==> config.mk <==
export PLATFORM = sky130hd
export DESIGN_NAME = vector_issue_ctrl
export DESIGN_NICKNAME = d
export VERILOG_FILES = /design/src/common/vec_pkg.sv /design/src/rtl/vector_issue_ctrl.sv
export SDC_FILE = /design/constraint.sdc
export NUM_CORES = 1
export LEC_CHECK = 0
export BUFFER_PORTS_ARGS = -buffer_cell sky130_fd_sc_hd__buf_2
export CORE_AREA = 2 2 452 454
export CTS_BUF_LIST = sky130_fd_sc_hd__clkbuf_4 sky130_fd_sc_hd__clkbuf_8
export CTS_CLUSTER_SIZE = 30
export DETAILED_ROUTE_END_ITERATION = 7
export DIE_AREA = 0 0 454 456
export HOLD_SLACK_MARGIN = 0.15
export PLACE_DENSITY_LB_ADDON = 0.25
export SLEW_MARGIN = 20
export SYNTH_ARGS = -nofsm -noshare
export SYNTH_HDL_FRONTEND = slang
export SYNTH_SLANG_ARGS = --single-unit
==> constraint.sdc <==
create_clock -name clk -period 7.78 [get_ports clk]
set_clock_uncertainty 0.15 [all_clocks]
set_input_delay 0.778 -clock clk [delete_from_list [all_inputs] [get_ports clk]]
set_output_delay 0.778 -clock clk [all_outputs]
set_load 0.02 [all_outputs]
==> src/common/vec_pkg.sv <==
`default_nettype none

package vec_pkg;

	localparam int NUM_LANES = 16;
	localparam int LANE_WIDTH = 32;
	localparam int NUM_STRANDS = 4;
	localparam int REGS_PER_STRAND = 32;
	localparam int NUM_VREGS = NUM_STRANDS * REGS_PER_STRAND;

	localparam int VECTOR_WIDTH = NUM_LANES * LANE_WIDTH;
	localparam int STRAND_WIDTH = $clog2(NUM_STRANDS);
	localparam int REG_NUM_WIDTH = $clog2(REGS_PER_STRAND);
	localparam int VREG_IDX_WIDTH = $clog2(NUM_VREGS);
	localparam int SHAMT_WIDTH = $clog2(LANE_WIDTH);

	typedef logic [LANE_WIDTH-1:0] lane_t;

	// lane n sits at bits 32n+31 down to 32n.
	typedef logic [VECTOR_WIDTH-1:0] vector_t;

	typedef logic [NUM_LANES-1:0] lane_mask_t;

	// {strand, register number}.
	typedef logic [VREG_IDX_WIDTH-1:0] vreg_idx_t;

	typedef logic [STRAND_WIDTH-1:0] strand_t;

	typedef logic [REG_NUM_WIDTH-1:0] reg_num_t;

	typedef enum logic [2:0]
	{
		VOP_ADD  = 3'd0,
		VOP_SUB  = 3'd1,
		VOP_AND  = 3'd2,
		VOP_OR   = 3'd3,
		VOP_XOR  = 3'd4,
		VOP_SHL  = 3'd5,
		VOP_SHR  = 3'd6,
		VOP_MOVI = 3'd7	// broadcast immediate.
	} vop_t;

endpackage

`default_nettype wire
==> src/rtl/vector_issue_ctrl.sv <==
`timescale 1ns/1ps
`default_nettype none

module vector_issue_ctrl
(
	input  wire                    clk,
	input  wire                    rst_i,
	input  wire                    req_i,
	output logic                   ack_o,
	input  vec_pkg::vop_t          op_i,
	input  vec_pkg::strand_t       strand_i,
	input  vec_pkg::reg_num_t      dst_i,
	input  vec_pkg::reg_num_t      src1_i,
	input  vec_pkg::reg_num_t      src2_i,
	input  vec_pkg::lane_t         imm_i,
	input  vec_pkg::lane_mask_t    mask_i,
	output vec_pkg::vreg_idx_t     sel1_o,
	output vec_pkg::vreg_idx_t     sel2_o,
	output vec_pkg::vop_t          alu_op_o,
	output vec_pkg::lane_t         alu_imm_o,
	input  vec_pkg::vector_t       alu_result_i,
	output vec_pkg::vreg_idx_t     write_reg_o,
	output vec_pkg::lane_mask_t    write_mask_o,
	output logic                   write_en_o,
	output vec_pkg::vector_t       result_o
);

	import vec_pkg::*;

	typedef enum logic [1:0]
	{
		IDLE,
		READ,
		EXEC,
		DONE
	} state_t;

	state_t       state_q;
	logic         ack_q;
	vector_t      result_q;

	vop_t         op_q;
	strand_t      strand_q;
	reg_num_t     dst_q;
	reg_num_t     src1_q;
	reg_num_t     src2_q;
	lane_t        imm_q;
	lane_mask_t   mask_q;

	always_ff @(posedge clk)
	begin
		if (rst_i)
		begin
			state_q <= IDLE;
			ack_q <= 1'b0;
			result_q <= '0;
		end
		else
		begin
			case (state_q)
				IDLE:
				begin
					if (req_i)
						state_q <= READ;
				end
				READ:
					state_q <= EXEC;	// operands land in the register file.
				EXEC:
				begin
					state_q <= DONE;
					ack_q <= 1'b1;
					result_q <= alu_result_i;
				end
				DONE:
				begin
					// host holds req for back-pressure.
					if (!req_i)
					begin
						state_q <= IDLE;
						ack_q <= 1'b0;
					end
				end
				default:
					state_q <= IDLE;
			endcase
		end
	end

	// capture the instruction on issue.
	always_ff @(posedge clk)
	begin
		if (state_q == IDLE && req_i)
		begin
			op_q <= op_i;
			strand_q <= strand_i;
			dst_q <= dst_i;
			src1_q <= src1_i;
			src2_q <= src2_i;
			imm_q <= imm_i;
			mask_q <= mask_i;
		end
	end

	assign sel1_o = {strand_q, src1_q};
	assign sel2_o = {strand_q, src2_q};
	assign alu_op_o = op_q;
	assign alu_imm_o = imm_q;

	assign write_reg_o = {strand_q, dst_q};
	assign write_mask_o = mask_q;
	assign write_en_o = (state_q == EXEC);

	assign ack_o = ack_q;
	assign result_o = result_q;

	a_ack_in_done: assert property (
		@(posedge clk) disable iff (rst_i)
		ack_o |-> state_q == DONE
	);

	// one write per instruction and the ack right after it.
	a_single_write: assert property (
		@(posedge clk) disable iff (rst_i)
		write_en_o |=> !write_en_o && ack_o
	);

endmodule

`default_nettype wire

## Word-level counts from Yosys, hierarchy flattened

Cells that the tools add are included.

- Eq/ne operators: 5
- Mux-type cells: 5
- Reduce and logical (&&, ||, !) cells: 5

Operators by type and width:

| operator | count |
|---|---|
| $pmux W2 S4 | 1 |
| $eq A2 B2 Y1 const B | 2 |
| $mux W2 | 2 |
| $ne A2 B2 Y1 const B | 2 |
| $reduce_and A2 Y1 | 2 |
| $eq A2 B1 Y1 const B | 1 |
| $logic_not A2 Y1 | 1 |
| $pmux W1 S2 | 1 |
| $reduce_bool A2 Y1 | 1 |
| $logic_and A1 B1 Y1 | 1 |
| $mux W1 | 1 |

- Register bits after elaboration: 583
- Logic and storage cells: 25

## Longest topological paths before layout

- Depth after elaboration: 3
- Gate-level depth with buffers: 7
- Gate-level depth less buffers: 5

## Least setup slack after synthesis

OpenSTA, ideal clock, no wires.

- Path type: in2reg
- Start: input port req_i
- End: register imm_q[0] (netlist: alu_imm_o[0]), enable pin
- Setup time: 0.433 ns
- Data arrival time: 2.369 ns
- Required time: 7.197 ns
- Slack: 4.827 ns
- Stages: 1
- Buffers on the path: 0
- Cell sequence: and2_1

- Longest elaborated chain between the ends: 1

RTL lines:

| item | line | text |
|---|---|---|
| start, declared | vector_issue_ctrl.sv:8 | `input wire req_i,` |
| $logic_and A1 B1 Y1 | vector_issue_ctrl.sv:92 | `if (state_q == IDLE && req_i)` |
| end signal, assigned | vector_issue_ctrl.sv:99 | `imm_q <= imm_i;` |
| end, declared | vector_issue_ctrl.sv:47 | `lane_t imm_q;` |

No other way between the ends.
A chain may end at the register's enable or synchronous reset.

## Worst setup path in the final report

- Start: register state_q[0]
- End: register result_q[72] (netlist: result_o[72])

- Longest elaborated chain between the ends: 1

RTL lines:

| item | line | text |
|---|---|---|
| start, declared | vector_issue_ctrl.sv:38 | `state_t state_q;` |
| start signal, assigned | vector_issue_ctrl.sv:54 | `state_q <= IDLE;` |
| start signal, assigned | vector_issue_ctrl.sv:64 | `state_q <= READ;` |
| start signal, assigned | vector_issue_ctrl.sv:67 | `state_q <= EXEC;` |
| $eq A2 B2 Y1 | vector_issue_ctrl.sv:60 | `case (state_q)` |
| end signal, assigned | vector_issue_ctrl.sv:72 | `result_q <= alu_result_i;` |
| end, declared | vector_issue_ctrl.sv:40 | `vector_t result_q;` |

No other way between the ends.

==> impl_metrics.csv <==
group,metric,value,unit
sta,hold_viol,0,
die,die-area,207000,µm²
clock_network,clock-root-buffer,"clkbuf_8",
setup_path,r2r_cells,6,
synth,synth_edf_count,68,
die,rows,165,
sta,grt_setup_unrepaired,"no",
sta,relSlewSlack,0.3121,
final_layout,drive_gt1_frac,0.3877,
clock_network,cts_resized,0,
final_layout,final.fill_count,22590,
synth,synth_cell_types,18,
synth,ys_seq_area_frac,0.5937,
min_path,min-delay-start,"rst_i",
setup_path,r2r_end,"result_o[72]$_SDFFE_PP0N_",
setup_path,crit_fanout,116,
global_route,grt_start_max_net_pins,154,
clock_network,htreeDepth,3,
die,initial_core_util,0.1031,
route,num_vias,20230,
final_layout,final_area,37750,µm²
die,die_h,456,µm
global_route,antenna_found_initial,59,
route,via_per_inst,3.199,
clock_network,clock_latency,0.87,ns
setup_path,setup.worst_path.class,"reg2reg",
route,first_pass_iters,5,
final_layout,final_util,0.1872,
clock_network,cts_buffers,121,
sta,slew_violations,0,
route,drt_iter0_drc,1346,
global_route,grt_pass1_wl,190600,µm
synth,synth_top_area_share,0.4956,
power_and_ir_drop,power_leakage,0.01637,µW
job,drv_cap,0,
final_layout,multiInputGateArea,7183,µm²
clock_network,cts.path.max_buffers,3,
global_route,grtUsageTotal,0.1377,
final_layout,layout.nets,4113,
place,hpwl,121300,µm
synth,ys_async_sr_fraction,0,
die,boundaryPins,1169,
final_layout,regArea,12350,µm²
setup_path,crit_arrival,3.72,ns
route,postRouteAntennaNets,0,
synth,yosys_warnings,0,
place,io_buffers,1168,
sta,worst_pin_slew,1.032,ns
synth,syn_area,20800,µm²
global_route,grt_overflow,0,
sta,fin_setup_tns,0,ns
power_and_ir_drop,power_density,318.0,nW/µm²
clock_network,cts_tree,"done",
die,core,201700,µm²
place,placed_area,28910,µm²
synth,avgSynthCellArea,11.94,µm²
setup_path,end_kind,"flop",
clock_network,clk_pin_slew_worst_paths,0.06,ns
route,drt-wirelength-per-cell,23.42,µm
synth,synth_cells,1743,
sta,setup_viol,0,
route,wirelength,148100,µm
final_layout,syn_to_final_growth,81.47,%
setup_path,r2r-start,"state_q[0]$_SDFFE_PP0P_",
status,status,"finished, final reports clean",
power_and_ir_drop,vdd_drop_max,169.1,µV
clock_network,clock-sinks,583,
sta,max_freq,322.4,MHz
setup_path,reg2reg_slack,4.68,ns
die,dieWidth,454,µm
sta,post-route-period-util,0.3986,
synth,ys.flop_type,"dfxtp_1",
global_route,grt_pass1_vias,20640,
synth,synth_seq_cells,583,
sta,min_period,3.101,ns
synth,synthesis.nets,2331,
setup_path,startpoint_type,"flop",
setup_path,critPathRequiredTime,8.39,ns
min_path,whs_endpoint,"result_o[451]$_SDFFE_PP0N_",
place,gp_congestion,0.9544,
synth,synthTopCellsByArea,"dfxtp_1 50%, mux2i_1 25%, edfxtp_1 9.8%, nor2_1 9.3%, buf_12 4.2%",
min_path,hp-class,"in2reg",
setup_path,startpoint,"state_q[0]$_SDFFE_PP0P_",
min_path,holdPathStages,2,
route,route.detailed.drc,0,
synth,synth_area_leader_cell,"dfxtp_1",
routing by layer:
metal	track usage	wire [µm]
met1	0.1620	58930
met4	0.04007	3533
met2	0.2195	67570
met5	0	27
met3	0.06709	18050
layout make-up:
cell class / count / area share
Antenna cell: 23 / 0.001525
Clock inverter: 33 / 0.01167
Tap cell: 2672 / 0.08856
Timing Repair Buffer: 1777 / 0.3169
Sequential cell: 583 / 0.3272
Clock buffer: 194 / 0.06360
Multi-Input combinational cell: 1039 / 0.1903
Inverter: 3 / 0.0002983
placed cells by master (no fill, tap or decap), types with 2 or more instances in the layout:
cell	count
inv_1	3
clkbuf_4	43
buf_4	11
nor2_1	515
bufinv_16	8
buf_2	1167
ha_1	4
dlygate4sd3_1	594
clkinv_2	10
clkinv_1	5
inv_16	2
clkbuf_8	151
diode_2	23
clkinvlp_4	3
buf_12	4
inv_12	2
mux2i_1	514
dfxtp_1	515
edfxtp_1	68
stage by stage:
| step | std cells | hold slack, ns | total power, µW | worst slack, ns |
|---|---|---|---|---|
| finish | 6324 | 0.2956 | 12000 | 4.679 |
| CTS | 6301 | 0.1579 | 12280 | 4.652 |
| global placement | 5480 | 0.3111 | 7938 | 4.622 |
| detailed placement | 5480 | 0.3154 | 7954 | 4.631 |
| floorplan | 1743 | 0.3448 | 6686 | 4.827 |
| global route | 6311 | 0.1867 | 12680 | 4.505 |
power breakdown:
part / total (µW) / internal, µW / switching, µW
sequential: 4040 / 3650 / 382
clock: 3870 / 2230 / 1640
combinational: 4100 / 1560 / 2540
total: 12000 / 7440 / 4560
how the worst max path moves through the flow:
stage               slack, ns  cells after the start                         end
global placement         4.62                      4   result_o[51]$_SDFFE_PP0N_
global route             4.50                      6  result_o[248]$_SDFFE_PP0N_
finish                   4.68                      6   result_o[72]$_SDFFE_PP0N_
floorplan                4.83                      1      alu_imm_o[0]$_DFFE_PP_
CTS                      4.65                      6  result_o[322]$_SDFFE_PP0N_
detailed placement       4.63                      4    result_o[8]$_SDFFE_PP0N_
synthesized netlist by cell type (3+ instances only):
library cell,instances
buf_1,12
nor2_1,515
clkbuf_1,40
ha_1,5
dfxtp_1,515
edfxtp_1,68
buf_2,4
inv_1,3
buf_6,9
buf_4,8
buf_12,44
mux2i_1,514
kinds of logic (layout without fill, tap and decap cells):
family | count (synthesis) | count (layout) | synth area share
compound gates | 3 | 3 | 0.0008417
fa+ha+maj | 5 | 5 | 0.003007
buf+inv | 121 | 2007 | 0.06171
flops | 583 | 583 | 0.5937
mux | 514 | 514 | 0.2473
other cells | 0 | 23 | 0
simple gates | 517 | 517 | 0.09340
state kept, by name, indices dropped and copies added (netlist names):
| signal | flops |
|---|---|
| dst_q | 5 |
| src1_q | 5 |
| ack_o | 1 |
| result_o | 512 |
| alu_op_o | 3 |
| alu_imm_o | 32 |
| strand_q | 2 |
| write_mask_o | 16 |
| src2_q | 5 |
| state_q | 2 |
worst max-delay path, stage by stage, from the launching register on:
cell and delay (ns):
dfxtp_1 0.32, inv_1 0.15, ha_4 0.54, buf_12 0.60, mux2i_1 0.28, nor2_1 0.06
dlygate4sd3_1 0.59
repair_timing:
item / in CTS / in global routing
setup buffers: 0 / 0
endpoints found under the hold margin: 588 / 0
hold buffers: 594 / 0
(Power assumes the default switching activity.)
